### config.mk
export PLATFORM = sky130hd
export DESIGN_NAME = lsu
export DESIGN_NICKNAME = d
export VERILOG_FILES = /design/src/rtl/axi_pkg.sv /design/src/rtl/lsu_pkg.sv /design/src/rtl/lsu.sv
export SDC_FILE = /design/constraint.sdc
export NUM_CORES = 1
export LEC_CHECK = 0
export CORE_ASPECT_RATIO = 0.6
export CORE_MARGIN = 1
export CORE_UTILIZATION = 35
export DETAILED_ROUTE_END_ITERATION = 8
export DONT_BUFFER_PORTS = 1
export GPL_ROUTABILITY_DRIVEN = 0
export GPL_TIMING_DRIVEN = 0
export PLACE_DENSITY = 0.6
export SETUP_SLACK_MARGIN = 0.02
export SLEW_MARGIN = 20
export SYNTH_ARGS = -nofsm -noshare
export SYNTH_HDL_FRONTEND = slang
export SYNTH_SLANG_ARGS = --single-unit
### constraint.sdc
create_clock -name clock -period 3.6 [get_ports clock]
set_clock_uncertainty 0.15 [all_clocks]
set_input_delay 0.54 -clock clock [delete_from_list [all_inputs] [get_ports clock]]
set_output_delay 0.54 -clock clock [all_outputs]
set_load 0.05 [all_outputs]
### src/rtl/axi_pkg.sv
package axi_pkg;

  localparam int addr_width = 32;
  localparam int data_width = 32;
  localparam int strb_width = data_width / 8;

  // single-beat write path, master to slave
  typedef struct packed {
    logic [addr_width-1:0] awaddr;
    logic [2:0]            awsize;
    logic                  awvalid;
    logic [data_width-1:0] wdata;
    logic [strb_width-1:0] wstrb;
    logic                  wvalid;
    logic                  bready;
  } axi_w_m2s_t;

  // no bresp, every write completes okay
  typedef struct packed {
    logic awready;
    logic wready;
    logic bvalid;
  } axi_w_s2m_t;

  // read path, master to slave
  typedef struct packed {
    logic [addr_width-1:0] araddr;
    logic [2:0]            arsize;
    logic                  arvalid;
    logic                  rready;
  } axi_r_m2s_t;

  typedef struct packed {
    logic                  arready;
    logic [data_width-1:0] rdata;
    logic                  rvalid;
  } axi_r_s2m_t;

endpackage

### src/rtl/lsu_pkg.sv
package lsu_pkg;

  localparam int scoreboard_index = 4;

  // memory map
  localparam logic [axi_pkg::addr_width-1:0] mmio_limit = 32'h8000_0000;
  localparam int sram_words = 256;  // decodes addr[9:2]
  localparam int mmio_words = 4;    // decodes addr[3:2]

  typedef enum logic [1:0] {
    size_byte = 2'b00,
    size_half = 2'b01,
    size_word = 2'b10
  } mem_size_e;

  // one operation from the execute stage
  typedef struct packed {
    logic [axi_pkg::addr_width-1:0] addr;
    mem_size_e                      size;
    logic                           sext;  // sign extend on load
    logic                           write;
    logic [axi_pkg::data_width-1:0] wdata;  // unshifted, low lanes
    logic [scoreboard_index-1:0]    idx;
  } mem_req_t;

  typedef struct packed {
    logic [axi_pkg::data_width-1:0] rdata;
    logic [scoreboard_index-1:0]    idx;
    logic                           write;
  } mem_rsp_t;

endpackage

### src/rtl/lsu.sv
`default_nettype none

module lsu (
  input  logic                 clock,
  input  logic                 reset,

  input  logic                 req_valid,
  output logic                 req_ready,
  input  lsu_pkg::mem_req_t    req,
  input  logic                 commit,

  output logic                 rsp_valid,
  input  logic                 rsp_ready,
  output lsu_pkg::mem_rsp_t    rsp,

  output axi_pkg::axi_w_m2s_t  w_m2s,
  input  axi_pkg::axi_w_s2m_t  w_s2m,
  output axi_pkg::axi_r_m2s_t  r_m2s,
  input  axi_pkg::axi_r_s2m_t  r_s2m
);

  import axi_pkg::*;
  import lsu_pkg::*;

  typedef enum logic [1:0] {
    st_idle,
    st_wait_commit,
    st_access,
    st_respond
  } lsu_state_e;

  lsu_state_e state;

  mem_req_t              op_q;
  logic [strb_width-1:0] strb_q;
  logic [data_width-1:0] wdata_q;   // already in its byte lanes
  logic [data_width-1:0] load_q;
  logic                  arvalid_q;
  logic                  awvalid_q;
  logic                  wvalid_q;
  logic                  r_fire;
  logic                  b_fire;

  function automatic logic [strb_width-1:0] size_mask(input mem_size_e size);
    unique case (size)
      size_byte: size_mask = 4'b0001;
      size_half: size_mask = 4'b0011;
      default:   size_mask = 4'b1111;
    endcase
  endfunction

  // bring the addressed lanes down to bit 0, then extend
  function automatic logic [data_width-1:0] extract(input logic [data_width-1:0] word,
                                                    input logic [1:0] offset,
                                                    input mem_size_e size,
                                                    input logic sext);
    logic [data_width-1:0] shifted;
    shifted = word >> {offset, 3'b000};
    unique case (size)
      size_byte: extract = {{24{sext & shifted[7]}}, shifted[7:0]};
      size_half: extract = {{16{sext & shifted[15]}}, shifted[15:0]};
      default:   extract = shifted;
    endcase
  endfunction

  assign req_ready = (state == st_idle);
  assign r_fire    = (state == st_access) && r_s2m.rvalid && r_m2s.rready;
  assign b_fire    = (state == st_access) && w_s2m.bvalid && w_m2s.bready;

  always_ff @(posedge clock) begin
    if (reset) begin
      state     <= st_idle;
      arvalid_q <= 1'b0;
      awvalid_q <= 1'b0;
      wvalid_q  <= 1'b0;
      rsp_valid <= 1'b0;
    end else begin
      unique case (state)
        st_idle: begin
          if (req_valid) state <= st_wait_commit;
        end
        st_wait_commit: begin
          // commit only matters while an op is held
          if (commit) begin
            state     <= st_access;
            arvalid_q <= !op_q.write;
            awvalid_q <= op_q.write;
            wvalid_q  <= op_q.write;
          end
        end
        st_access: begin
          if (r_s2m.arready) arvalid_q <= 1'b0;
          if (w_s2m.awready) awvalid_q <= 1'b0;
          if (w_s2m.wready) wvalid_q <= 1'b0;
          if (r_fire || b_fire) state <= st_respond;
        end
        st_respond: begin
          if (!rsp_valid) begin
            rsp_valid <= 1'b1;
          end else if (rsp_ready) begin
            rsp_valid <= 1'b0;
            state     <= st_idle;
          end
        end
        default: state <= st_idle;
      endcase
    end
  end

  always_ff @(posedge clock) begin
    if (req_valid && req_ready) begin
      op_q    <= req;
      strb_q  <= size_mask(req.size) << req.addr[1:0];
      wdata_q <= req.wdata << {req.addr[1:0], 3'b000};
    end
    if (r_fire) begin
      load_q <= extract(r_s2m.rdata, op_q.addr[1:0], op_q.size, op_q.sext);
    end else if (b_fire) begin
      load_q <= '0;  // stores return zero
    end
  end

  always_comb begin
    w_m2s.awaddr  = op_q.addr;
    w_m2s.awsize  = {1'b0, op_q.size};
    w_m2s.awvalid = awvalid_q;
    w_m2s.wdata   = wdata_q;
    w_m2s.wstrb   = strb_q;
    w_m2s.wvalid  = wvalid_q;
    w_m2s.bready  = (state == st_access) && op_q.write;

    r_m2s.araddr  = op_q.addr;
    r_m2s.arsize  = {1'b0, op_q.size};
    r_m2s.arvalid = arvalid_q;
    r_m2s.rready  = (state == st_access) && !op_q.write;

    rsp.rdata     = load_q;
    rsp.idx       = op_q.idx;
    rsp.write     = op_q.write;
  end

  a_one_channel: assert property (@(posedge clock) disable iff (reset)
    !(r_m2s.arvalid && w_m2s.awvalid));

  // held response must not move under back-pressure
  a_rsp_stable: assert property (@(posedge clock) disable iff (reset)
    rsp_valid && !rsp_ready |=> rsp_valid && $stable(rsp));

endmodule

`default_nettype wire

Word level (Yosys, flattened, before mapping)
Cells that the tools add are included.
Storage, ports and cells
  output and inout bits: 150
  ROM bits: 0
  bits in registers: 114
  logic and storage cells: 70
  bits in writable memories: 0
  memories kept: 0
  latch bits: 0
Operators by class
  reductions and logical operators: 18
  $mul: 0
  bitwise logic cells: 2
  mux-type cells: 21
  shift-type cells: 3
  equal/unequal tests: 13
  order comparisons: 0
  div/mod/pow operators: 0
  $add $sub $neg: 0
Operator list (count)
  32-bit two-way mux: 2
  32-bit case mux with 2 select lines: 1
  32-bit by 5-bit << shifter with 32-bit output: 1
  32-bit by 5-bit >> shifter with 32-bit output: 1
  2-bit != test (second input constant): 7
  2-bit two-way mux: 5
  3-bit AND reduction: 3
  2-bit case mux with 4 select lines: 1
  4-bit case mux with 2 select lines: 1
  1-bit logical AND: 7
  1-bit two-way mux: 7
  2-bit by 1-bit == test with 1-bit output (second input constant): 3
  2-bit zero test: 3
  1-bit case mux with 2 select lines: 3
  5-bit AND reduction: 1
  2-bit == test (second input constant): 2
  4-bit two-way mux: 1
  2-bit nonzero test: 2
  4-bit by 2-bit << shifter with 4-bit output: 1
  1-bit bitwise AND: 2
  2-bit by 1-bit != test with 1-bit output (second input constant): 1
  1-bit zero test: 1
  1-bit logical OR: 1

Depth between registers and ports, before layout
  depth in word-level cells: 6
  mapped depth: 7
  mapped depth without buffers: 6

Least setup slack after synthesis
Ideal clock, no wire load.
  path type: register -> register
  start point: register state[0]
  end point: register op_q[37] (netlist bit), enable pin
  library setup time: 0.442 ns
  buffers on the path: 0
  cell stages (with the launch flop): 4
  clock period less this slack: 3.363 ns
  setup slack: 0.237 ns
  arrival time: 2.771 ns
  cell sequence: dfxtp_1 -> inv_1 -> ha_1 -> and2_1
On the way
  word-level cells in the longest chain between the ends: 2
Ends and longest elaborated chain
  start, declared: line lsu.sv:32  | lsu_state_e state;
  start signal, assigned: line lsu.sv:72  | state <= st_idle;
  start signal, assigned: line lsu.sv:80  | if (req_valid) state <= st_wait_commit;
  start signal, assigned: line lsu.sv:85  | state <= st_access;
  2-bit zero test: line lsu.sv:66  | assign req_ready = (state == st_idle);
  net req_ready: line lsu.sv:8  | output logic req_ready,
  1-bit logical AND: line lsu.sv:111  | if (req_valid && req_ready) begin
  end signal, assigned: line lsu.sv:112  | op_q <= req;
  end, declared: line lsu.sv:34  | mem_req_t op_q;
The timed path passes the listed nets, and every way through them passes these cells.
A chain may end at the register's enable or synchronous reset.

==> summary by stage <==
Detailed routing
After detailed routing, the average wire length per cell comes to 21.9 um. Dividing the detail-routed via count by the number of cells gives 5.11. The number of antenna-violating nets in the routed design is 0.

The post-detailed-route DRC marker count is 0. Summing over every cut layer, the via total after detailed routing is 3309. The number of optimization iterations in the first detailed-route pass is 4. The first routing iteration left 256 violations. The total routed wirelength is 14200 um.

Power
IR analysis of the VDD net gives a maximum drop of 0.527 mV. The analysis attributes to cell leakage a power of 2.39 nW. The power density over the cells is 940 mW/mm^2.

Die
From left edge to right edge, the die measures 163 um. The initial utilization of the core area, before any placement, comes to 36.8%. Row generation in the floorplan step produced 34 rows. The boundary pin count is 264. The placeable core area is 0.0148 mm^2. The die covers 0.0161 mm^2. In this run the vertical extent of the chip is 98.7 um.

Synthesis
The number of library cell types mapped by synthesis is 39. The post-synthesis sequential element count is 114. The synthesized design devotes to its leading area cell type 59.4% of total area. After synthesis, flip-flops and latches occupy 61.6% of the total area.

Sorting the synthesized cells by area gives the leading types as sky130_fd_sc_hd__edfxtp_1 (59%), sky130_fd_sc_hd__buf_4 (11%), sky130_fd_sc_hd__mux2i_1 (5.0%). The most common flop cell mapped by yosys is sky130_fd_sc_hd__edfxtp_1. The share of synthesized registers carrying an async set or reset is 0%. In the synthesized netlist, the cells that appear most often are sky130_fd_sc_hd__edfxtp_1 (108), sky130_fd_sc_hd__buf_4 (79), sky130_fd_sc_hd__mux2i_1 (27), sky130_fd_sc_hd__nor2_1 (26), sky130_fd_sc_hd__a211oi_1 (24). The post-synth design cell area is 0.00546 mm^2. The warning count from the yosys run is 0. Counting flops with a built-in enable in the synthesized netlist gives 108. A synthesized cell averages 13.2 um^2. By instance count, the leading cell after synthesis is sky130_fd_sc_hd__edfxtp_1.

Of all cell types, the one taking the most synthesized area is sky130_fd_sc_hd__edfxtp_1. The gate count of the mapped netlist is 415.

STA
The number of hold violations in the final report was 0. The number of pins exceeding their max-slew limit in the final report was 0. Headroom to the max-slew limit came out at 48.3%. Setup repair after global routing left no endpoint under its margin. The count of final setup violators is 0.

The final critical path time including I/O delays and setup is 2.77 ns. The actual transition at the worst max-transition pin is 0.773 ns. Dividing the final minimum period by the clock period gives 76.9%. The achievable clock frequency is 0.361 GHz. The final total negative setup slack is 0 ns.

Worst setup path
The worst register-to-register path has a depth of 6. The critical path is of the reg -> reg type. On the critical path, the stage with the largest delay is an instance of sky130_fd_sc_hd__nor2_1. The largest fanout on the critical path is 9. The signal arrival time at the worst endpoint is 2.88 ns. The worst register-to-register path has a setup slack of 0.83 ns. The critical path goes through inv_1 -> ha_1 -> and2b_1 -> nand4_1 -> nor2_1 -> a21o_1.

The worst setup path is launched from a flop. The capturing element type of the critical path is a flop. The delay of the slowest cell on the worst path is 0.61 ns.

The capture instance of the worst register-to-register path is load_q[25]$_SDFFCE_PN0P_. The reg-to-reg critical path startpoint is state[0]$_SDFFE_PP0P_. For the worst setup path, the data required time is 3.71 ns.

Clock network
The TritonCTS clock tree is done. The H-tree level count is 4. Post-CTS timing repair inserted 0 buffers for setup. The number of gates resized after CTS was 0.

The number of buffers created by CTS is 17. The root buffer cell chosen for the clock tree is sky130_fd_sc_hd__clkbuf_16. The clock-pin slew on the worst setup and hold paths is 0.06 ns. In this run, post-CTS hold repair placed 0 buffers.

No sink is reached through more buffers than the 2 on the longest clock path. The clock reaches the later pin of the worst-skew pair after 0.39 ns. The number of sinks driven by the clock tree is 114.

Hold path
The type of the tightest min-delay check is in -> reg. Counting instances, the worst hold path has a depth of 1. For hold timing, the worst endpoint is arvalid_q$_SDFFE_PP0P_. The start point of the worst hold path is reset.

GRT
The global routing usage summed across all routing layers is 17.4%. The number of global-route vias before repair was 3321. The maximum number of pins on one net before global-route repair is 51. The first global-routing pass estimated 20700 um of wire. The number of antenna violations at the first check in global routing is 0. The residual overflow from global routing is 0.

Final layout
For this run, the share of the core covered by cells in the final layout is 42.9%. The area growth from synthesis to layout is 16.8%. The number of nets in the finished design is 556. Of the cells placed in the final design, the portion with a size suffix greater than 1 is 29.6%.

After the flow finishes, the layout carries non-filler instances totaling 648. The number of antenna repair diodes is 0.

Place
The number of placed instances with taps included is 616. The number of buffers added on ports is 0. The placed wire-length estimate is 10800 um.

Status
The flow ran to the end, and the final reports show no timing, DRC or antenna violations.

Run
The total of max-cap violations is 0.
report_power, final:
| group | switching (mW) | internal [mW] |
|---|---|---|
| Clock | 0.601 | 1.08 |
| Combinational | 1.23 | 0.472 |
| Sequential | 0.749 | 1.87 |
| Total | 2.58 | 3.41 |
worst max path at each step:
stage,startpoint,slack (ns),cells past startpoint,endpoint
final,state[0]$_SDFFE_PP0P_,0.83,6,load_q[25]$_SDFFCE_PN0P_
after global routing,state[0]$_SDFFE_PP0P_,0.65,6,load_q[24]$_SDFFCE_PN0P_
after CTS,state[0]$_SDFFE_PP0P_,0.83,6,load_q[25]$_SDFFCE_PN0P_
after detailed placement,state[0]$_SDFFE_PP0P_,0.87,6,load_q[25]$_SDFFCE_PN0P_
after global placement,state[0]$_SDFFE_PP0P_,-0.60,3,wdata_q[11]$_SDFFCE_PP0P_
after floorplan,state[0]$_SDFFE_PP0P_,0.24,3,op_q[37]$_DFFE_PP_
through the flow:
step	power (mW)	setup WS, ns	instance area [um^2]	hold slack (ns)
after detailed placement	4.35	0.869	5780	0.320
after floorplan	4.06	0.237	5460	0.298
after global routing	6.21	0.646	6370	0.0326
after global placement	4.31	-0.598	5710	0.306
final	5.99	0.832	6370	0.0510
after CTS	6.06	0.829	6370	0.0271
registers in the layout, summed over array words and instances, names as in the netlist:
name,cells
wvalid_q,1
state,2
wdata_q,32
r_m2s,34
load_q,32
awvalid_q,1
strb_q,4
arvalid_q,1
rsp,5
rsp_valid,1
op_q,1
area by class of cell:
cell class	count	area (um^2)
Timing Repair Buffer	2	55.1
Multi-Input combinational cell	204	1430
Buffer	95	668
Fill cell	1369	8470
Sequential cell	114	3360
Inverter	3	11.3
Tap cell	198	248
Clock inverter	11	129
Clock buffer	21	470
cell usage in the layout (no fill, tap or decap), types with 3 or more instances in the layout:
cell and count:
sky130_fd_sc_hd__o21ai_1 8, sky130_fd_sc_hd__clkbuf_16 17, sky130_fd_sc_hd__buf_2 6, sky130_fd_sc_hd__a21oi_1 14
sky130_fd_sc_hd__a221oi_1 7, sky130_fd_sc_hd__mux2_2 7, sky130_fd_sc_hd__nor2_1 26, sky130_fd_sc_hd__clkbuf_1 8
sky130_fd_sc_hd__nor2b_1 21, sky130_fd_sc_hd__edfxtp_1 108, sky130_fd_sc_hd__mux2i_1 27, sky130_fd_sc_hd__o21ai_0 13
sky130_fd_sc_hd__a211oi_1 24, sky130_fd_sc_hd__and2_1 9, sky130_fd_sc_hd__buf_4 79, sky130_fd_sc_hd__ha_1 5
sky130_fd_sc_hd__clkinvlp_4 5, sky130_fd_sc_hd__clkbuf_8 3, sky130_fd_sc_hd__a21o_1 9, sky130_fd_sc_hd__dfxtp_1 6
sky130_fd_sc_hd__nand2_1 11
cells by family after synthesis:
kind of cell	share of synthesized area, %
adders and majority gates	1.15
other	0.0687
muxes	7.01
buffers and inverters	12.4
AOI/OAI and AO/OA	9.47
and+or+nand+nor	8.25
DFF	61.6
critical path: cells and delay by family, from the launching register on:
kind                       cells  cell delay, ns
buffers and inverters          1            0.12
adders and majority gates      1            0.26
and+or+nand+nor                3            1.54
DFF                            1            0.34
AOI/OAI and AO/OA              1            0.21
metal layers:
layer	wire length [um]	up-vias	track usage (%)
li1	-	1489	-
met5	0	-	0
met2	6520	177	25.9
met1	6180	1639	22.8
met4	63	0	5.75
met3	1430	4	7.32
Note: power is estimated with default switching activity, not from simulation.
