**src/rtl/axi_pkg.sv**
```systemverilog
package axi_pkg;

  localparam int addr_width = 32;
  localparam int data_width = 32;
  localparam int strb_width = data_width / 8;

  // single-beat write path, master to slave
  typedef struct packed {
    logic [addr_width-1:0] awaddr;
    logic [2:0]            awsize;
    logic                  awvalid;
    logic [data_width-1:0] wdata;
    logic [strb_width-1:0] wstrb;
    logic                  wvalid;
    logic                  bready;
  } axi_w_m2s_t;

  // no bresp, every write completes okay
  typedef struct packed {
    logic awready;
    logic wready;
    logic bvalid;
  } axi_w_s2m_t;

  // read path, master to slave
  typedef struct packed {
    logic [addr_width-1:0] araddr;
    logic [2:0]            arsize;
    logic                  arvalid;
    logic                  rready;
  } axi_r_m2s_t;

  typedef struct packed {
    logic                  arready;
    logic [data_width-1:0] rdata;
    logic                  rvalid;
  } axi_r_s2m_t;

endpackage

```
**src/rtl/lsu_pkg.sv**
```systemverilog
package lsu_pkg;

  localparam int scoreboard_index = 4;

  // memory map
  localparam logic [axi_pkg::addr_width-1:0] mmio_limit = 32'h8000_0000;
  localparam int sram_words = 256;  // decodes addr[9:2]
  localparam int mmio_words = 4;    // decodes addr[3:2]

  typedef enum logic [1:0] {
    size_byte = 2'b00,
    size_half = 2'b01,
    size_word = 2'b10
  } mem_size_e;

  // one operation from the execute stage
  typedef struct packed {
    logic [axi_pkg::addr_width-1:0] addr;
    mem_size_e                      size;
    logic                           sext;  // sign extend on load
    logic                           write;
    logic [axi_pkg::data_width-1:0] wdata;  // unshifted, low lanes
    logic [scoreboard_index-1:0]    idx;
  } mem_req_t;

  typedef struct packed {
    logic [axi_pkg::data_width-1:0] rdata;
    logic [scoreboard_index-1:0]    idx;
    logic                           write;
  } mem_rsp_t;

endpackage

```
**src/rtl/mmio_regs.sv**
```systemverilog
`default_nettype none

module mmio_regs (
  input  logic                 clock,
  input  logic                 reset,
  input  axi_pkg::axi_w_m2s_t  w_m2s,
  output axi_pkg::axi_w_s2m_t  w_s2m,
  input  axi_pkg::axi_r_m2s_t  r_m2s,
  output axi_pkg::axi_r_s2m_t  r_s2m
);

  import axi_pkg::*;
  import lsu_pkg::*;

  logic [data_width-1:0] regs [mmio_words];  // aliased above addr[3:2]

  logic                  r_busy, aw_got, w_got, b_busy;
  logic [data_width-1:0] rdata_q, wdata_q, wdata;
  logic [strb_width-1:0] wstrb_q, wstrb;
  logic [$clog2(mmio_words)-1:0] sel_q, sel;
  logic                  aw_fire, w_fire, do_write;

  assign aw_fire  = w_m2s.awvalid && w_s2m.awready;
  assign w_fire   = w_m2s.wvalid && w_s2m.wready;
  assign do_write = (aw_got || aw_fire) && (w_got || w_fire);
  assign sel      = aw_got ? sel_q : w_m2s.awaddr[$clog2(mmio_words)+1:2];
  assign wdata    = w_got ? wdata_q : w_m2s.wdata;
  assign wstrb    = w_got ? wstrb_q : w_m2s.wstrb;

  always_comb begin
    w_s2m.awready = !aw_got && !b_busy;
    w_s2m.wready  = !w_got && !b_busy;
    w_s2m.bvalid  = b_busy;
    r_s2m.arready = !r_busy;
    r_s2m.rdata   = rdata_q;
    r_s2m.rvalid  = r_busy;
  end

  always_ff @(posedge clock) begin
    if (reset) begin
      {r_busy, aw_got, w_got, b_busy} <= '0;
      regs <= '{default: '0};
    end else begin
      if (r_m2s.arvalid && r_s2m.arready) begin
        r_busy  <= 1'b1;
        rdata_q <= regs[r_m2s.araddr[$clog2(mmio_words)+1:2]];
      end else if (r_m2s.rready) begin
        r_busy <= 1'b0;
      end
      if (aw_fire) sel_q <= w_m2s.awaddr[$clog2(mmio_words)+1:2];
      if (w_fire) {wdata_q, wstrb_q} <= {w_m2s.wdata, w_m2s.wstrb};
      if (do_write) begin  // bvalid follows next cycle
        for (int i = 0; i < strb_width; i++) begin
          if (wstrb[i]) regs[sel][8*i +: 8] <= wdata[8*i +: 8];
        end
        {aw_got, w_got, b_busy} <= 3'b001;
      end else begin
        if (aw_fire) aw_got <= 1'b1;
        if (w_fire) w_got <= 1'b1;
        if (w_m2s.bready) b_busy <= 1'b0;
      end
    end
  end

endmodule

`default_nettype wire

```
**config.mk**
```make
export PLATFORM = sky130hd
export DESIGN_NAME = mmio_regs
export DESIGN_NICKNAME = d
export VERILOG_FILES = /design/src/rtl/axi_pkg.sv /design/src/rtl/lsu_pkg.sv /design/src/rtl/mmio_regs.sv
export SDC_FILE = /design/constraint.sdc
export NUM_CORES = 1
export LEC_CHECK = 0
export ABC_AREA = 1
export BUFFER_PORTS_ARGS = -buffer_cell sky130_fd_sc_hd__buf_2
export CAP_MARGIN = 10
export CORE_AREA = 2 2 157 197
export CTS_BUF_LIST = sky130_fd_sc_hd__clkbuf_8 sky130_fd_sc_hd__clkbuf_16
export CTS_CLUSTER_DIAMETER = 100
export DETAILED_ROUTE_END_ITERATION = 10
export DIE_AREA = 0 0 159 199
export PLACE_DENSITY = 0.55
export SLEW_MARGIN = 20
export SYNTH_ARGS = -nofsm -noshare
export SYNTH_HDL_FRONTEND = slang
export SYNTH_SLANG_ARGS = --single-unit
```
**constraint.sdc**
```tcl
create_clock -name clock -period 6.6 [get_ports clock]
set_input_delay 0.66 -clock clock [delete_from_list [all_inputs] [get_ports clock]]
set_output_delay 0.66 -clock clock [all_outputs]
set_load 0.05 [all_outputs]
```
Word-level counts from Yosys, hierarchy flattened
Index checks and enable logic that the tools add are counted.
{"block": "word_totals", "reg_bits": 202, "input_bits": 113, "out_inout_bits": 37}
{"block": "op_classes", "order_cmp": 3, "mux": 32, "n_bitwise": 3, "n_reduce_logical": 19}
{"op": "2-to-1 mux 128 bit", "count": 10}
{"op": "bitwise mux 128 bit", "count": 4}
{"op": "demux 32 bit (select 2 bit)", "count": 4}
{"op": "2-to-1 mux 32 bit", "count": 4}
{"op": "binary-select mux 32 bit (select 2 bit)", "count": 1}
{"op": "2-to-1 mux 24 bit", "count": 1}
{"op": "2-to-1 mux 16 bit", "count": 1}
{"op": "2-to-1 mux 8 bit", "count": 1}
{"op": "logical AND 1 bit", "count": 7}
{"op": ">= comparator 3 bit (second input constant)", "count": 2}
{"op": "inverter 2 -> 3 bit", "count": 2}
{"op": "AND reduction 2 bit", "count": 3}
{"op": "logical NOT 1 bit", "count": 4}
{"op": "2-to-1 mux 1 bit", "count": 4}
{"op": "2-to-1 mux 4 bit", "count": 1}
{"op": "nonzero test 2 bit", "count": 2}
{"op": "less-than comparator 3 x 1 -> 1 bit (second input constant)", "count": 1}
{"op": "logical OR 1 bit", "count": 2}
{"op": "2-to-1 mux 2 bit", "count": 1}
{"op": "OR reduction 2 bit", "count": 1}
{"op": "inverter 1 bit", "count": 1}

Longest topological paths before layout
Gate-level depths: netlist (run 1).
{"block": "logic_depth", "word_depth": 20, "mapped_depth": 10, "ltp_nobuf": 8}

Worst setup path after synthesis (run 1)
OpenSTA, ideal clock, no wires.
{"block": "synth_path", "path_kind": "register -> register", "start": "reg w_got", "end": "reg wdata_q[0] (enable)", "setup_ns": 0.519, "arrival_time_ns": 4.225, "required_time_ns": 6.081, "setup_slack_ns": 1.855, "path_stages_with_launch": 4, "period_less_slack_ns": 4.745, "path_cell_list": "dfxtp_1 -> buf_4 -> clkbuf_1 -> nor4_1"}
{"block": "synth_between", "elab_chain_cells": 4}
{"item": "from (decl)", "line": "mmio_regs.sv:17", "rtl": "logic r_busy, aw_got, w_got, b_busy;"}
{"item": "from (signal assigned)", "line": "mmio_regs.sv:41", "rtl": "{r_busy, aw_got, w_got, b_busy} <= '0;"}
{"item": "from (signal assigned)", "line": "mmio_regs.sv:56", "rtl": "{aw_got, w_got, b_busy} <= 3'b001;"}
{"item": "from (signal assigned)", "line": "mmio_regs.sv:59", "rtl": "if (w_fire) w_got <= 1'b1;"}
{"item": "logical NOT 1 bit", "line": "mmio_regs.sv:32", "rtl": "w_s2m.wready = !w_got && !b_busy;"}
{"item": "logical AND 1 bit", "line": "mmio_regs.sv:32"}
{"item": "logical AND 1 bit", "line": "mmio_regs.sv:24", "rtl": "assign w_fire = w_m2s.wvalid && w_s2m.wready;"}
{"item": "AND reduction 2 bit (no source line)"}
{"item": "to (signal assigned)", "line": "mmio_regs.sv:51", "rtl": "if (w_fire) {wdata_q, wstrb_q} <= {w_m2s.wdata, w_m2s.wstrb};"}
{"item": "to (decl)", "line": "mmio_regs.sv:18", "rtl": "logic [data_width-1:0] rdata_q, wdata_q, wdata;"}
Every way passes these cells.
A chain may end at the register's enable or synchronous reset.

Final worst setup path (run 1)
{"block": "layout_path", "start": "reg b_busy", "end": "reg regs[114] (netlist bit)"}
{"block": "layout_between", "elab_chain_cells": 5, "elab_cells_between_ends": 8, "cone_classes": "reduce/logical (8)"}
{"item": "from (decl)", "line": "mmio_regs.sv:17"}
{"item": "from (signal assigned)", "line": "mmio_regs.sv:41"}
{"item": "from (signal assigned)", "line": "mmio_regs.sv:56"}
{"item": "from (signal assigned)", "line": "mmio_regs.sv:60", "rtl": "if (w_m2s.bready) b_busy <= 1'b0;"}
{"item": "logical NOT 1 bit (*)", "line": "mmio_regs.sv:31, mmio_regs.sv:32"}
{"item": "logical AND 1 bit, on equally long branches", "line": "mmio_regs.sv:31, mmio_regs.sv:32"}
{"item": "logical AND 1 bit, on equally long branches", "line": "mmio_regs.sv:23, mmio_regs.sv:24"}
{"item": "logical OR 1 bit", "line": "mmio_regs.sv:25", "rtl": "assign do_write = (aw_got || aw_fire) && (w_got || w_fire);"}
{"item": "logical AND 1 bit (*)", "line": "mmio_regs.sv:25"}
{"item": "to (signal, indexed assignment)", "line": "mmio_regs.sv:54", "rtl": "if (wstrb[i]) regs[sel][8*i +: 8] <= wdata[8*i +: 8];"}
{"item": "to (decl)", "line": "mmio_regs.sv:15", "rtl": "logic [data_width-1:0] regs [mmio_words];"}
Every way passes the cells marked *; elsewhere a longest branch is shown, timed or not.

==> reports/results.ini, run 1 <==
[outcome]
status=completed

[clock_network]
clk_latency_ns=0.50
holdBufCountCts=0
cts_buffers=22
cts.clk_slew.worst_paths_ns=0.06
root_buffer=clkbuf_16
htreeDepth=1
cts_sinks=202
cts_tree=yes
cts_buffer_depth=3
cts_resized=0
post-cts-setup-buffers=0

[grt]
grt_pass1_wl_um=38100
groute.usage.overall=0.149
grt_pass1_vias=7105
grt_max_degree=73
antenna_found_initial=0
overflow=0

[final_layout]
area_growth_pct=16.3
drive_gt1_frac=0.132
layoutNonFillerInstCount=1549
final_cell_mix=nor2_1 (323), nand2_1 (183), dfxtp_1 (131)
final_common_cell=nor2_1
final_util=0.342
antenna_cells=0
fin_nets=1245

[sta]
fin_crit_ns=2.67
finalSetupViolCount=0
maxSlewHeadroom=0.313
grt_setup_unrepaired=no
worst_slew_pin_slew_ns=1.03
timing.setup.tns_ns=0
fmax_mhz=374
slew_viol_final=0
worst_clock_skew_ns=0.00613
hold_viol_final=0
min_period_over_period=0.405
worst_slack_ns=3.93

[placed_design]
dp_slack_ns=3.59
port-buffer-count=83
post-place-cells=1509
place_hpwl_um=14500
gp_congestion=0.733

[critical_path]
worst-path-max-fanout=32
required_ns=6.99
r2r_slack_ns=3.93
startpoint_type=flop
criticalPathCategory=flop to flop
critPathArrivalTime_ns=3.06
cp-end-kind=flop

[floorplan]
die_y_um=199
die_area_um2=31600
start_util=0.295
core_area_um2=29800
std_cell_rows=71
die_x_um=159
boundaryPins=150

[job]
cap_viol_max_count=0

[detailed_routing]
remaining_drc_errors=0
first_iter_violations=529
wirelength_um=24000
vias_per_cell=4.71
ant_nets=0
wire_per_inst_um=15.5
drt-pass1-iter-count=7
vias=7302

[synth]
synth_fp_nets=1189
ys_seq_elements=202
synth_cell_type_count=23
avgSynthCellArea_um2=8.17
synth_cells=1076
syn_area_um2=8790
seq_area_frac_synth=0.540
ys_warn_count=0

[pwr]
ir_drop_uv=204
p_leak_uw=0.00404
power-per-cell-area_nw_per_um2=297

[hold_path]
worstHoldPathType=primary input to flop

-- worst paths after layout --
check	startpoint	to	depth (start not counted)
setup / recovery	b_busy$_SDFFE_PP0P_	regs[114]$_SDFFE_PP0P_	7
hold reg to reg	regs[78]$_SDFFE_PP0P_	regs[78]$_SDFFE_PP0P_	2
hold / removal	w_m2s[7]	wdata_q[1]$_DFFE_PP_	1
setup reg to reg	b_busy$_SDFFE_PP0P_	regs[114]$_SDFFE_PP0P_	7
-- layer usage --
layer,share of wire,track usage
met5,0,0
met4,0.021,0.0458
met3,0.049,0.0186
met2,0.49,0.270
met1,0.44,0.186
-- flip-flops by register name (all words and copies together), names as in the netlist --
register  count
regs        128
sel_q         2
rdata_q      32
wstrb_q       4
wdata_q      32
r_busy        1
aw_got        1
w_got         1
b_busy        1
-- metrics by stage --
step | power, uW | instance area [um2] | hold slack [ns]
2_1_floorplan | 1740 | 8790 | 0.450
3_3_place_gp | 1860 | 9520 | 0.457
3_5_place_dp | 1870 | 9520 | 0.464
4_1_cts | 3060 | 10200 | 0.337
5_1_grt | 3160 | 10200 | 0.342
6_report | 3030 | 10200 | 0.349
-- Yosys cell counts, drive strengths merged --
library cell  instances  share of area
edfxtp               70           0.24
or2                   1        0.00071
nor2                343           0.16
o21ai                65          0.037
nor4                  2         0.0014
nand3               105          0.060
mux2i                24          0.027
inv                  22         0.0094
clkbuf               32          0.014
o22ai                32          0.023
dfxtp               132           0.30
clkinv                1        0.00043
buf                  29          0.018
nand2               183          0.078
a21oi                 2         0.0011
o21bai               33          0.029
-- final cells by class --
class,count,area [um2]
repair buffers,93,490
inverters,23,87.6
fillers,3195,19600
multi-input cells,790,3700
well taps,401,502
clock inverters,17,123
flip-flops and latches,202,4750
clock buffers,23,576
-- cell families after synthesis --
family,synth area share
and+or+nand+nor,0.301
DFF,0.540
AOI/OAI and AO/OA,0.0900
buffers and inverters,0.0417
muxes,0.0273
-- worst max-delay path, stage by stage (launching register included) --
cell      delay [ns]
dfxtp_1         0.40
o21bai_2        0.29
nand2_1         0.55
buf_4           0.44
nor2_4          0.56
nand3_1         0.15
nand2_1         0.09
nor2_1          0.06
-- power breakdown --
| group | leakage (uW) | switching (uW) | internal, uW |
|---|---|---|---|
| logic | 0.00194 | 337 | 117 |
| registers | 0.00173 | 26.1 | 1360 |
| clock network | 0.000369 | 490 | 704 |
| total | 0.00404 | 852 | 2180 |
(Power assumes the default switching activity.)
==> run 2: changes to the inputs <==
==> constraint.sdc (replaced) <==
create_clock -name clock -period 2.6 [get_ports clock]
set_input_delay 0.26 -clock clock [delete_from_list [all_inputs] [get_ports clock]]
set_output_delay 0.26 -clock clock [all_outputs]
set_load 0.05 [all_outputs]
==> run 2 against run 1 <==
Net effect: setup slack worse by 3.5 ns; flip-flop and latch count did not move; routed wire length hardly changed; total power rose to 2.6 times the previous value.
==> reports/results.ini, run 2 (synthesis gave the netlist of run 1 again) <==
[outcome]
status=completed

[clock_network]
clk_latency_ns=0.50
cts.clk_slew.worst_paths_ns=0.06
cts_resized=0
cts_buffers=23
cts_buffer_depth=3
htreeDepth=1
post-cts-setup-buffers=0
cts_tree=yes
cts_sinks=202
root_buffer=clkbuf_16

[detailed_routing]
remaining_drc_errors=0
wirelength_um=24000
first_iter_violations=428
ant_nets=0
drt-pass1-iter-count=5
wire_per_inst_um=15.0
vias=7329
vias_per_cell=4.58

[grt]
groute.usage.overall=0.150
overflow=0
grt_pass1_wl_um=38300
grt_pass1_vias=7074
grt_max_degree=65
antenna_found_initial=0

[sta]
slew_viol_final=0
grt_setup_unrepaired=no
worst_clock_skew_ns=0.00837
maxSlewHeadroom=0.531
fin_crit_ns=2.17
hold_viol_final=0
fmax_mhz=460
finalSetupViolCount=0
timing.setup.tns_ns=0
worst_slew_pin_slew_ns=0.704
holdWs_ns=0.0537
min_period_over_period=0.835

[placed_design]
post-place-cells=1518
gp_congestion=0.758
port-buffer-count=83
place_hpwl_um=14800

[floorplan]
start_util=0.295
die_y_um=199
boundaryPins=150
die_area_um2=31600
std_cell_rows=71
core_area_um2=29800
die_x_um=159

[final_layout]
final_common_cell=nor2_1
drive_gt1_frac=0.135
fin_nets=1295
antenna_cells=0
area_growth_pct=22.8
top_register=regs
largest_reg_flops=128
final_cell_mix=nor2_1 (324), nand2_1 (183), dfxtp_1 (131)
layoutNonFillerInstCount=1599

[pwr]
swShare=0.278
power.internal_uw=5770
p_leak_uw=0.00428
p_comb_frac=0.152
ir_drop_uv=387
power_switching_uw=2220
pwr-share-clk=0.407
power-per-cell-area_nw_per_um2=740
seqPwrFrac=0.441

[critical_path]
startpoint_type=flop
worst-path-max-fanout=15
required_ns=3.00
critPathArrivalTime_ns=2.57
cp-end-kind=flop
criticalPathCategory=flop to flop

[job]
cap_viol_max_count=0

[hold_path]
worstHoldPathType=primary input to flop

run 2: changes by cell type in the layout (fill, tap and decap cells not counted):
cell / change
nor2_2: -1
nor2_1: +1
nor4_2: -1
clkinv_8: +1
dlygate4sd3_1: +40
bufinv_16: +1
clkinv_1: +1
buf_12: +3
clkbuf_8: +2
inv_1: -2
nor4_4: +1
clkinv_2: -2
buf_4: +6
run 2: power by group through the flow:
stage                     Combinational [uW]  Clock (uW)  Sequential, uW
final                                   1210        3250            3520
after global routing                    1340        3470            3540
after CTS                               1220        3340            3520
after detailed placement                1170           0            3590
after global placement                  1170           0            3590
after floorplan                          758           0            3660
run 2: critical path, cell delays in order (launching register included):
cell	delay, ns
dfxtp_2	0.52
o21bai_2	0.26
nand2_1	0.44
nor2_2	0.28
nand2_1	0.31
nor2_1	0.19
nor2_1	0.06
run 2: per-stage QoR:
| stage | utilization | cell area (um2) | setup slack, ns | total power [uW] |
|---|---|---|---|---|
| after floorplan | - | 8810 | 0.0515 | 4420 |
| after global placement | 0.323 | 9630 | 0.464 | 4760 |
| after detailed placement | 0.323 | 9630 | 0.421 | 4770 |
| after CTS | 0.362 | 10800 | 0.412 | 8090 |
| after global routing | 0.362 | 10800 | 0.190 | 8350 |
| final | 0.362 | 10800 | 0.428 | 7990 |
run 2: repair_timing:
item / CTS / global route
endpoints found under the setup margin: 0 / 0
hold buffers: 40 / 0
hold endpoints to repair: 40 / 0
run 2: cell type report:
cell class / instances / area, um2
clock buffers: 25 / 603
clock inverters: 16 / 155
fillers: 3134 / 19100
inverters: 23 / 87.6
multi-input cells: 790 / 3700
flip-flops and latches: 202 / 4750
well taps: 401 / 502
repair buffers: 142 / 996
run 2: path summary, 6_finish.rpt:
check	startpoint	to	slack, ns	cells past startpoint
min	reset	r_busy$_SDFFE_PP0P_	0.05	2
max	w_got$_SDFFE_PP0P_	regs[125]$_SDFFE_PP0P_	0.43	6
max reg2reg	w_got$_SDFFE_PP0P_	regs[125]$_SDFFE_PP0P_	0.43	6
min reg2reg	regs[79]$_SDFFE_PP0P_	regs[79]$_SDFFE_PP0P_	0.48	2
run 2: layer usage:
| metal | part of all wire | track usage |
|---|---|---|
| met1 | 0.46 | 0.191 |
| met2 | 0.49 | 0.271 |
| met3 | 0.039 | 0.0167 |
| met4 | 0.014 | 0.0370 |
| met5 | 0 | 0 |
