**src/rtl/axi_pkg.sv**
```systemverilog
package axi_pkg;

  localparam int addr_width = 32;
  localparam int data_width = 32;
  localparam int strb_width = data_width / 8;

  // single-beat write path, master to slave
  typedef struct packed {
    logic [addr_width-1:0] awaddr;
    logic [2:0]            awsize;
    logic                  awvalid;
    logic [data_width-1:0] wdata;
    logic [strb_width-1:0] wstrb;
    logic                  wvalid;
    logic                  bready;
  } axi_w_m2s_t;

  // no bresp, every write completes okay
  typedef struct packed {
    logic awready;
    logic wready;
    logic bvalid;
  } axi_w_s2m_t;

  // read path, master to slave
  typedef struct packed {
    logic [addr_width-1:0] araddr;
    logic [2:0]            arsize;
    logic                  arvalid;
    logic                  rready;
  } axi_r_m2s_t;

  typedef struct packed {
    logic                  arready;
    logic [data_width-1:0] rdata;
    logic                  rvalid;
  } axi_r_s2m_t;

endpackage

```
**src/rtl/lsu_pkg.sv**
```systemverilog
package lsu_pkg;

  localparam int scoreboard_index = 4;

  // memory map
  localparam logic [axi_pkg::addr_width-1:0] mmio_limit = 32'h8000_0000;
  localparam int sram_words = 256;  // decodes addr[9:2]
  localparam int mmio_words = 4;    // decodes addr[3:2]

  typedef enum logic [1:0] {
    size_byte = 2'b00,
    size_half = 2'b01,
    size_word = 2'b10
  } mem_size_e;

  // one operation from the execute stage
  typedef struct packed {
    logic [axi_pkg::addr_width-1:0] addr;
    mem_size_e                      size;
    logic                           sext;  // sign extend on load
    logic                           write;
    logic [axi_pkg::data_width-1:0] wdata;  // unshifted, low lanes
    logic [scoreboard_index-1:0]    idx;
  } mem_req_t;

  typedef struct packed {
    logic [axi_pkg::data_width-1:0] rdata;
    logic [scoreboard_index-1:0]    idx;
    logic                           write;
  } mem_rsp_t;

endpackage

```
**src/rtl/axi_addr_decode.sv**
```systemverilog
`default_nettype none

module axi_addr_decode (
  input  logic                 clock,
  input  logic                 reset,

  input  axi_pkg::axi_w_m2s_t  m_w_m2s,
  output axi_pkg::axi_w_s2m_t  m_w_s2m,
  input  axi_pkg::axi_r_m2s_t  m_r_m2s,
  output axi_pkg::axi_r_s2m_t  m_r_s2m,

  output axi_pkg::axi_w_m2s_t  mem_w_m2s,
  input  axi_pkg::axi_w_s2m_t  mem_w_s2m,
  output axi_pkg::axi_r_m2s_t  mem_r_m2s,
  input  axi_pkg::axi_r_s2m_t  mem_r_s2m,

  output axi_pkg::axi_w_m2s_t  io_w_m2s,
  input  axi_pkg::axi_w_s2m_t  io_w_s2m,
  output axi_pkg::axi_r_m2s_t  io_r_m2s,
  input  axi_pkg::axi_r_s2m_t  io_r_s2m
);

  import lsu_pkg::*;

  // route: 1 = mmio, 0 = sram
  logic w_busy, w_route_q, w_sel, w_done;
  logic r_busy, r_route_q, r_sel, r_done;

  assign w_sel  = w_busy ? w_route_q : (m_w_m2s.awaddr < mmio_limit);
  assign r_sel  = r_busy ? r_route_q : (m_r_m2s.araddr < mmio_limit);
  assign w_done = m_w_s2m.bvalid && m_w_m2s.bready;
  assign r_done = m_r_s2m.rvalid && m_r_m2s.rready;

  always_ff @(posedge clock) begin
    if (reset) begin
      w_busy    <= 1'b0;
      w_route_q <= 1'b0;
      r_busy    <= 1'b0;
      r_route_q <= 1'b0;
    end else begin
      if (w_done) begin
        w_busy <= 1'b0;
      end else if (m_w_m2s.awvalid && !w_busy) begin
        w_busy    <= 1'b1;
        w_route_q <= w_sel;
      end
      if (r_done) begin
        r_busy <= 1'b0;
      end else if (m_r_m2s.arvalid && !r_busy) begin
        r_busy    <= 1'b1;
        r_route_q <= r_sel;
      end
    end
  end

  always_comb begin
    mem_w_m2s = m_w_m2s;
    io_w_m2s  = m_w_m2s;
    mem_r_m2s = m_r_m2s;
    io_r_m2s  = m_r_m2s;
    if (w_sel) {mem_w_m2s.awvalid, mem_w_m2s.wvalid, mem_w_m2s.bready} = '0;
    else {io_w_m2s.awvalid, io_w_m2s.wvalid, io_w_m2s.bready} = '0;
    if (r_sel) {mem_r_m2s.arvalid, mem_r_m2s.rready} = '0;
    else {io_r_m2s.arvalid, io_r_m2s.rready} = '0;
    m_w_s2m = w_sel ? io_w_s2m : mem_w_s2m;
    m_r_s2m = r_sel ? io_r_s2m : mem_r_s2m;
  end

  // a held route still matches the address the master keeps up
  a_route_held: assert property (@(posedge clock) disable iff (reset)
    (!w_busy || w_route_q == (m_w_m2s.awaddr < mmio_limit)) &&
    (!r_busy || r_route_q == (m_r_m2s.araddr < mmio_limit)));

endmodule

`default_nettype wire

```
**config.mk**
```make
export PLATFORM = sky130hd
export DESIGN_NAME = axi_addr_decode
export DESIGN_NICKNAME = d
export VERILOG_FILES = /design/src/rtl/axi_pkg.sv /design/src/rtl/lsu_pkg.sv /design/src/rtl/axi_addr_decode.sv
export SDC_FILE = /design/constraint.sdc
export NUM_CORES = 1
export LEC_CHECK = 0
export ABC_AREA = 1
export BUFFER_PORTS_ARGS = -buffer_cell sky130_fd_sc_hd__buf_2
export CORE_AREA = 5 5 172 174
export CTS_CLUSTER_SIZE = 24
export DETAILED_ROUTE_END_ITERATION = 8
export DIE_AREA = 0 0 177 179
export GPL_TIMING_DRIVEN = 0
export PLACE_DENSITY_LB_ADDON = 0.05
export SETUP_SLACK_MARGIN = 0.1
export SLEW_MARGIN = 40
export SYNTH_ARGS = -nofsm -noshare
export SYNTH_HDL_FRONTEND = slang
export SYNTH_SLANG_ARGS = --single-unit
```
**constraint.sdc**
```tcl
create_clock -name clock -period 3.2 [get_ports clock]
set_input_delay 0.48 -clock clock [delete_from_list [all_inputs] [get_ports clock]]
set_output_delay 0.48 -clock clock [all_outputs]
set_load 0.1 [all_outputs]
```
# After elaboration in Yosys (flattened, before gate mapping)
# Index checks and enable logic that the tools add are counted.
# classes
magnitude_cmp	2
muxes	10
bitwise_logic	2
reduce_logical	10
# ops
cell	n
$lt A32 B32 Y1 const B	2
$mux W34	1
$mux W2	4
$logic_and A1 B1 Y1	4
$mux W1	4
$reduce_and A2 Y1	2
$reduce_or A2 Y1	2
$mux W3	1
$logic_not A1 Y1	2
$not A1 Y1	2
# totals
reg_bits	4
inputBits	187

# Logic depth before layout (Yosys ltp)
# Gate-level depths: netlist of the first run.
# logic_depth
depth_word	6
depth_mapped	7

# Least setup slack after synthesis of the first run
# OpenSTA, ideal clock, no wires.
# synth_timing
path_type	input to output
from	input port m_r_m2s[36] (netlist name)
to	output port io_r_m2s[0] (netlist name)
arrival_time_ns	2.076
required_time_ns	2.720
setup_slack_ns	0.644
cell_stages	4
n_path_buf	1
cell_sequence	nand2_2 nand2_4 buf_4 nor2_1
# synth_rtl
item	line_no	source
from (decl)	axi_addr_decode.sv:9	input axi_pkg::axi_r_m2s_t m_r_m2s,
to (decl)	axi_addr_decode.sv:19	output axi_pkg::axi_r_m2s_t io_r_m2s,

==> impl_results.rst, run 1 <==
.. list-table::
   :header-rows: 1

   * - Metric
     - Value
   * - Result of the run
     - finished, final reports clean
   * - PortBufs
     - between 300 and 400
   * - Critical path endpoint category
     - primary output
   * - Routed wl met3
     - 1560 microns
   * - Met2 wire length
     - 8880 microns
   * - Clock tree root driver cell
     - clkbuf_16
   * - Final hold viol count
     - 0
   * - Routed WL
     - 14200 microns
   * - Number of global-route vias before repair
     - 3204
   * - Synthesized instance count
     - a little under 400
   * - Post-cts resize count
     - 0
   * - Initial detailed-routing violation count
     - 46
   * - Commonest cells after routing, fill and taps aside
     - buf_2 (341), buf_4 (215), nand2_1 (106)
   * - Final non-filler cell total
     - roughly 1100
   * - Clock buffer count from CTS
     - 3
   * - Maximum clock frequency
     - 0.447 GHz
   * - Wire length of the first global-routing pass
     - 18500 microns
   * - Residual antenna-violating net count after detailed routing
     - 0
   * - Leading post-synthesis cells by cell area
     - buf_4 (67%), nand2_1 (16%), dfxtp_1 (3.3%)
   * - Fraction of synthesized cell area taken by the top area cell type
     - 0.667
   * - Post-CTS setup buffers
     - 0
   * - Layout Nets
     - 918
   * - P&R area growth vs syn
     - 93.2%
   * - Count of maximum capacitance violations
     - 0
   * - Peak supply drop
     - 0.000145 V
   * - Crit Reg-Reg Endpoint
     - r_route_q$_SDFFE_PP0P_
   * - Maximum clock skew at final layout
     - 0.0000551 ns
   * - Worst Path Max Fanout
     - 10
   * - Power density over the cells
     - about 520 nW/um^2
   * - Unique cell type count in the Yosys netlist
     - 17
   * - Clk sink count
     - 4
   * - Critical Path Sink
     - m_r_s2m[26]
   * - I/O pin cnt
     - 446
   * - Most frequent standard cell in the layout excluding fill and tap cells
     - buf_2
   * - CTS tree
     - built
   * - Leakage power of the design
     - 2.97 nW
   * - Vias after detailed routing
     - 3212
   * - Leftover overflow at the end of global routing
     - 0
   * - GRT Overall Usage
     - 0.0758
   * - Chip height
     - 179 microns
   * - Pin count of the biggest net entering global routing
     - 11
   * - Worst reg2reg startpoint
     - r_busy$_SDFFE_PP0P_
   * - Vias per cell
     - 2.90
   * - Number of optimization iterations in the first detailed-route pass
     - 4
   * - H-tree depth
     - 1
   * - Met1 layer wirelength in the final routing
     - 3710 microns
   * - Rows
     - between 60 and 70
   * - Data required time of the critical path
     - 2.72 ns
   * - Crit path arrival time
     - ~1.8 ns
   * - Setup-failing EPs final
     - 0
   * - Hold WC Path Type
     - in2reg
   * - Worst reg2reg path depth
     - 7
   * - Top Metal Used
     - met5
   * - Starting utilization of the core area
     - 0.0876
   * - Setup Total Neg Slack
     - 0 ns
   * - Flop and latch count out of synthesis
     - 4
   * - R2r setup slk
     - 2.12 ns
   * - Fin. max-slew vios
     - 0
   * - Final estimated routing congestion in global placement
     - ~0.73
   * - Actual transition at the worst max-transition pin
     - 0.535 ns
   * - Std-Cell Core Area
     - 27600 sq um
   * - Count of hold-fix buffers inserted at cts
     - 0
   * - Final worst path period need
     - 2.24 ns
   * - Worst setup path start
     - r_busy$_SDFFE_PP0P_
   * - Seq/Total Area, Yosys
     - 0.0331
   * - Clk Latency, worst-skew pair
     - 0.22 ns
   * - Critical path startpoint category
     - register
   * - Fraction of final layout cells sized beyond drive strength 1
     - 0.791
   * - Die area
     - about 32000 sq um
   * - Routed length per instance
     - about 13 microns
   * - RSZ-0062 raised after global routing
     - no
   * - Mapped Avg Cell Area
     - 6.29 sq um
   * - Part of the cycle the worst path needs
     - 0.700
   * - Net count after synthesis
     - ~570
   * - Clock transition at the register clock pins on the worst setup and hold paths after CTS
     - 0.03 ns
   * - Critical setup path kind
     - reg2out
   * - Netlist Area Pre-Place
     - 2420 sq um
   * - Cell Count Post-Placement
     - roughly 1100
   * - DRC violations left
     - 0
   * - Floorplan die width
     - 177 microns
   * - Worst max-slew margin expressed relative to the limit
     - 0.646
   * - Detailed-placement wirelength estimate
     - approximately 14000 microns
   * - Number of antenna violations at the first check in global routing
     - 5
   * - Clock tree buffer depth
     - 2
   * - Yosys synthesis warning count
     - 0
   * - Post-synth top area cell
     - buf_4
[kinds of logic (layout without fill, tap and decap cells)]
| kind of cell | after synthesis | count (layout) | synth area share |
|---|---|---|---|
| compound gates | 4 | 4 | 0.0103 |
| buf+inv | 236 | 580 | 0.714 |
| flops | 4 | 4 | 0.0331 |
| other cells | 0 | 1 | 0 |
| simple gates | 141 | 141 | 0.242 |
[worst min-delay path by stage]
stage,depth (start not counted),slack [ns],end,from
global placement,2,0.51,r_route_q$_SDFFE_PP0P_,r_route_q$_SDFFE_PP0P_
finish,3,0.51,w_busy$_SDFFE_PP0P_,m_w_m2s[38]
global route,3,0.52,r_busy$_SDFFE_PP0P_,m_r_m2s[1]
CTS,3,0.51,w_busy$_SDFFE_PP0P_,m_w_m2s[38]
detailed placement,2,0.51,r_route_q$_SDFFE_PP0P_,r_route_q$_SDFFE_PP0P_
floorplan,2,0.47,r_route_q$_SDFFE_PP0P_,r_route_q$_SDFFE_PP0P_
[cells in the mapped netlist]
| master | n |
|---|---|
| nand2_2 | 10 |
| a21oi_1 | 2 |
| buf_6 | 2 |
| nand3b_1 | 2 |
| nand2_4 | 1 |
| nor2_2 | 2 |
| dfxtp_1 | 4 |
| nand2_1 | 106 |
| buf_12 | 1 |
| inv_6 | 1 |
| inv_1 | 16 |
| and2_1 | 2 |
| nand3_1 | 6 |
| inv_2 | 1 |
| nor2_1 | 12 |
| buf_4 | 215 |
| o211ai_1 | 2 |
[final cells by class]
cell class / instances / area [sq um]
fill: 3247 / 23000
timing repair buffer: 341 / 1710
buffer: 218 / 1660
multi-input combinational: 145 / 612
tap: 378 / 473
sequential: 4 / 80.1
clock buffer: 3 / 75.1
inverter: 18 / 72.6
antenna: 1 / 2.50
[critical path, stage by stage, from the launching register on]
cell and delay [ns]:
dfxtp_1 0.41, inv_2 0.06, nand2_2 0.08, nand2_4 0.13, inv_6 0.14, buf_6 0.15
nand2_1 0.06, nand2_1 0.05, buf_2 0.43
[routing by layer]
layer / vias to the layer above / global-route usage
met3: 10 / 0.0230
met1: 1367 / 0.0604
met2: 201 / 0.179
met5: - / 0
met4: 6 / 0.00290
li1: 1628 / -
[per-stage QoR]
stage	util	hold WS, ns	setup WS (ns)	power, mW	area, sq um
final	0.169	0.506	0.961	2.44	4680
after floorplan	-	0.473	0.644	1.96	2420
after detailed placement	0.167	0.515	0.977	2.27	4600
after CTS	0.169	0.507	0.885	2.47	4680
after global routing	0.169	0.525	0.805	2.52	4680
after global placement	0.167	0.508	0.984	2.28	4600
[power by group]
group	switching [mW]	total, mW	leakage, nW	internal [mW]
Clock	0.0333	0.193	0.0370	0.159
Combinational	1.80	2.19	2.90	0.390
Sequential	0.00501	0.0599	0.0332	0.0549
[registers in the layout, indices dropped and copies added, names as in the netlist]
name / cells
r_busy: 1
r_route_q: 1
w_busy: 1
w_route_q: 1
Power figures use the tool's default switching activity.
==> inputs of run 2 (changes only) <==
--- a/config.mk
+++ b/config.mk
@@ -7,10 +7,10 @@
 export LEC_CHECK = 0
 export ABC_AREA = 1
 export BUFFER_PORTS_ARGS = -buffer_cell sky130_fd_sc_hd__buf_2
-export CORE_AREA = 5 5 172 174
+export CORE_AREA = 5 5 173 175
 export CTS_CLUSTER_SIZE = 24
 export DETAILED_ROUTE_END_ITERATION = 8
-export DIE_AREA = 0 0 177 179
+export DIE_AREA = 0 0 178 180
 export GPL_TIMING_DRIVEN = 0
 export PLACE_DENSITY_LB_ADDON = 0.05
 export SETUP_SLACK_MARGIN = 0.1
==> constraint.sdc (replaced) <==
create_clock -name clock -period 2.35 [get_ports clock]
set_input_delay 0.3525 -clock clock [delete_from_list [all_inputs] [get_ports clock]]
set_output_delay 0.3525 -clock clock [all_outputs]
set_load 0.1 [all_outputs]
==> run 2 against run 1 <==
Net effect: design area increased by 0.91%; worst hold slack lost 0.12 ns; die area grew 1.1%; worst setup slack got worse by 0.70 ns; critical path type unchanged; register-to-register slack worse by 0.83 ns; clock-buffer cell count unchanged; first-iteration DRC count down 17%; routed wire length is 7.9% lower; final cell count increased by 0.45%; utilization down 0.26 points.
==> impl_results.rst, run 2 (same netlist as run 1, synthesis figures left out) <==
.. list-table::
   :header-rows: 1

   * - Metric
     - Value
   * - GRT Overall Usage
     - 0.0729 (-0.00295)
   * - Pin count of the biggest net entering global routing
     - 11 (unchanged)
   * - Clk Latency, worst-skew pair
     - 0.22 ns (about the same)
   * - Critical path endpoint category
     - primary output
   * - Worst reg2reg startpoint
     - r_busy$_SDFFE_PP0P_
   * - Final estimated routing congestion in global placement
     - 0.688 (-5.3%)
   * - PortBufs
     - 341 (unchanged)
   * - Worst Setup Slack post-DPL
     - 0.359 ns (-0.618 ns)
   * - Number of global-route vias before repair
     - 3262 (+1.8%)
   * - CP most frequent cell
     - nand2_1
   * - Leftover overflow at the end of global routing
     - 0 (unchanged)
   * - Critical setup path kind
     - reg2out
   * - Rows
     - 62 (+1.6%)
   * - Number of antenna violations at the first check in global routing
     - 3 (-2)
   * - H-tree depth
     - 1 (unchanged)
   * - Std-Cell Core Area
     - 28300 sq um (+2.5%)
   * - Part of the cycle the worst path needs
     - 0.889
   * - Worst setup path start
     - r_busy$_SDFFE_PP0P_
   * - CTS tree
     - built
   * - Setup-failing EPs final
     - 0 (unchanged)
   * - Clock buffer count from CTS
     - 3 (unchanged)
   * - Combined flip-flop and latch cell area
     - 80.1 sq um (unchanged)
   * - Clock transition at the register clock pins on the worst setup and hold paths after CTS
     - 0.03 ns (about the same)
   * - Detailed-placement wirelength estimate
     - 12400 microns (-8.4%)
   * - Vias after detailed routing
     - 3201 (-0.34%)
   * - Worst reg2reg path depth
     - 7 (unchanged)
   * - Layout Nets
     - 918 (unchanged)
   * - Worst max-slew margin expressed relative to the limit
     - 0.654 (+0.00843)
   * - Gate family responsible for the most delay along the worst path
     - buffers and inverters
   * - Standard cell area after detailed placement
     - 4620 sq um (+0.33%)
   * - Routed length per instance
     - 11.8 microns (-8.3%)
   * - Clk sink count
     - 4 (unchanged)
   * - Clock tree buffer depth
     - 2 (unchanged)
   * - RSZ-0062 raised after global routing
     - no
   * - Maximum clock frequency
     - 0.479 GHz
   * - Worst path setup slack after routing
     - 0.261 ns (-0.700 ns)
   * - I/O pin cnt
     - 446 (unchanged)
   * - Depth of the critical timing path with buffers and inverters included
     - 8 (unchanged)
   * - R2r setup slk
     - 1.29 ns (-0.83 ns)
   * - Maximum clock skew at final layout
     - 0.0000677 ns (+0.0000126 ns)
   * - DRC violations left
     - 0 (unchanged)
   * - Critical-path cell list
     - inv_2 > nand2_2 > nand2_4 > inv_6 > buf_6 > nand2_1 > nand2_1 > buf_2
   * - Power density over the cells
     - 705 nW/um^2 (+35%)
   * - Residual antenna-violating net count after detailed routing
     - 0 (unchanged)
   * - Number of optimization iterations in the first detailed-route pass
     - 4 (unchanged)
   * - Fin. max-slew vios
     - 0 (unchanged)
   * - Commonest cells after routing, fill and taps aside
     - buf_2 (329), buf_4 (215), nand2_1 (106)
   * - Floorplan die width
     - 178 microns (+0.56%)
   * - Clock tree root driver cell
     - clkbuf_16
   * - Fraction of final layout cells sized beyond drive strength 1
     - 0.796 (+0.00412)
   * - Count of maximum capacitance violations
     - 0 (unchanged)
   * - Starting utilization of the core area
     - 0.0855 (-0.00212)
   * - Vias per cell
     - 2.88 (-0.79%)
   * - Data required time of the critical path
     - 2.00 ns (-0.72 ns)
   * - P&R area growth vs syn
     - 95.0%
   * - CP max-delay cell
     - buf_2
   * - Crit Reg-Reg Endpoint
     - r_route_q$_SDFFE_PP0P_
   * - Final std cell area, no fill
     - 4720 sq um (+0.91%)
   * - Number of antenna cells inserted
     - 0 (-1)
   * - Area taken by multi-input logic gates
     - 619 sq um (+1.2%)
   * - Critical Path Sink
     - m_r_s2m[27]
   * - Crit path arrival time
     - 1.74 ns (-0.02 ns)
   * - Fill cell count
     - 3318 (+2.2%)
   * - Peak supply drop
     - 0.000208 V (+44%)
   * - Actual transition at the worst max-transition pin
     - 0.522 ns (-0.0127 ns)
   * - Result of the run
     - finished, final reports clean
   * - Crit path largest cell delay
     - 0.43 ns (about the same)
   * - Leakage power of the design
     - 2.97 nW (+0.19%)
   * - Hold WC Path Type
     - in2reg
   * - Routed WL
     - 13100 microns (-7.9%)
   * - Wire length of the first global-routing pass
     - 18500 microns (-0.15%)
   * - Initial detailed-routing violation count
     - 38 (-17%)
   * - Chip height
     - 180 microns (+0.56%)
   * - Buffering stage count on the worst path with inverters included
     - 4 (unchanged)
   * - Final worst path period need
     - between 2 and 2.5 ns
   * - Most frequent standard cell in the layout excluding fill and tap cells
     - buf_2
   * - Final hold viol count
     - 0 (unchanged)
   * - Die area
     - 32000 sq um (+1.1%)
   * - Critical path startpoint category
     - register
   * - Worst Hold Launch
     - m_w_m2s[38]
   * - Worst Path Max Fanout
     - 10 (unchanged)
run 2: metal layers:
metal  global-route usage  vias up  part of all wire
met5                    0        -            0.0031
met3               0.0279       14              0.14
met2                0.162      228              0.59
met4              0.00990        6            0.0095
li1                     -     1624                 -
met1               0.0577     1329              0.26
run 2: worst min-delay path by stage:
stage	slack (ns)	cells after the start	endpoint
2_1_floorplan	0.47	2	r_route_q$_SDFFE_PP0P_
3_3_place_gp	0.51	2	r_route_q$_SDFFE_PP0P_
3_5_place_dp	0.51	2	r_route_q$_SDFFE_PP0P_
4_1_cts	0.38	3	w_busy$_SDFFE_PP0P_
5_1_grt	0.40	3	w_busy$_SDFFE_PP0P_
6_report	0.38	3	w_busy$_SDFFE_PP0P_
run 2: where the power goes:
part	switching (mW)	internal [mW]	total, mW
Sequential	0.00643	0.0747	0.0812
Clock	0.0472	0.217	0.265
Combinational	2.44	0.544	2.98
run 2: through the flow:
step / hold slack (ns) / utilization / instances / setup TNS (ns) / power [mW]
global placement: 0.510 / 0.163 / 1110 / 0 / 3.09
floorplan: 0.473 / - / 385 / -0.0700 / 2.67
global route: 0.399 / 0.167 / 1113 / 0 / 3.44
finish: 0.384 / 0.167 / 1113 / 0 / 3.33
CTS: 0.376 / 0.166 / 1113 / 0 / 3.35
detailed placement: 0.511 / 0.163 / 1110 / 0 / 3.08
run 2: repair_timing:
item                                    CTS  global route
gates resized for setup                   0            12
hold endpoints to repair                  0             0
hold buffers                              0             0
endpoints found under the setup margin    0            12
buffers inserted                          0             0
run 2: final cells by class:
| class | count | share of cell area |
|---|---|---|
| timing repair buffer | 341 | 0.368 |
| inverter | 18 | 0.0154 |
| clock buffer | 3 | 0.0159 |
| buffer | 218 | 0.351 |
| tap | 384 | 0.102 |
| multi-input combinational | 145 | 0.131 |
| sequential | 4 | 0.0170 |
run 2: worst register-to-register path: cells and delay by family, from the launching register on:
kind	cells	cell delay [ns]
buf+inv	1	0.06
simple gates	6	0.48
flops	1	0.41
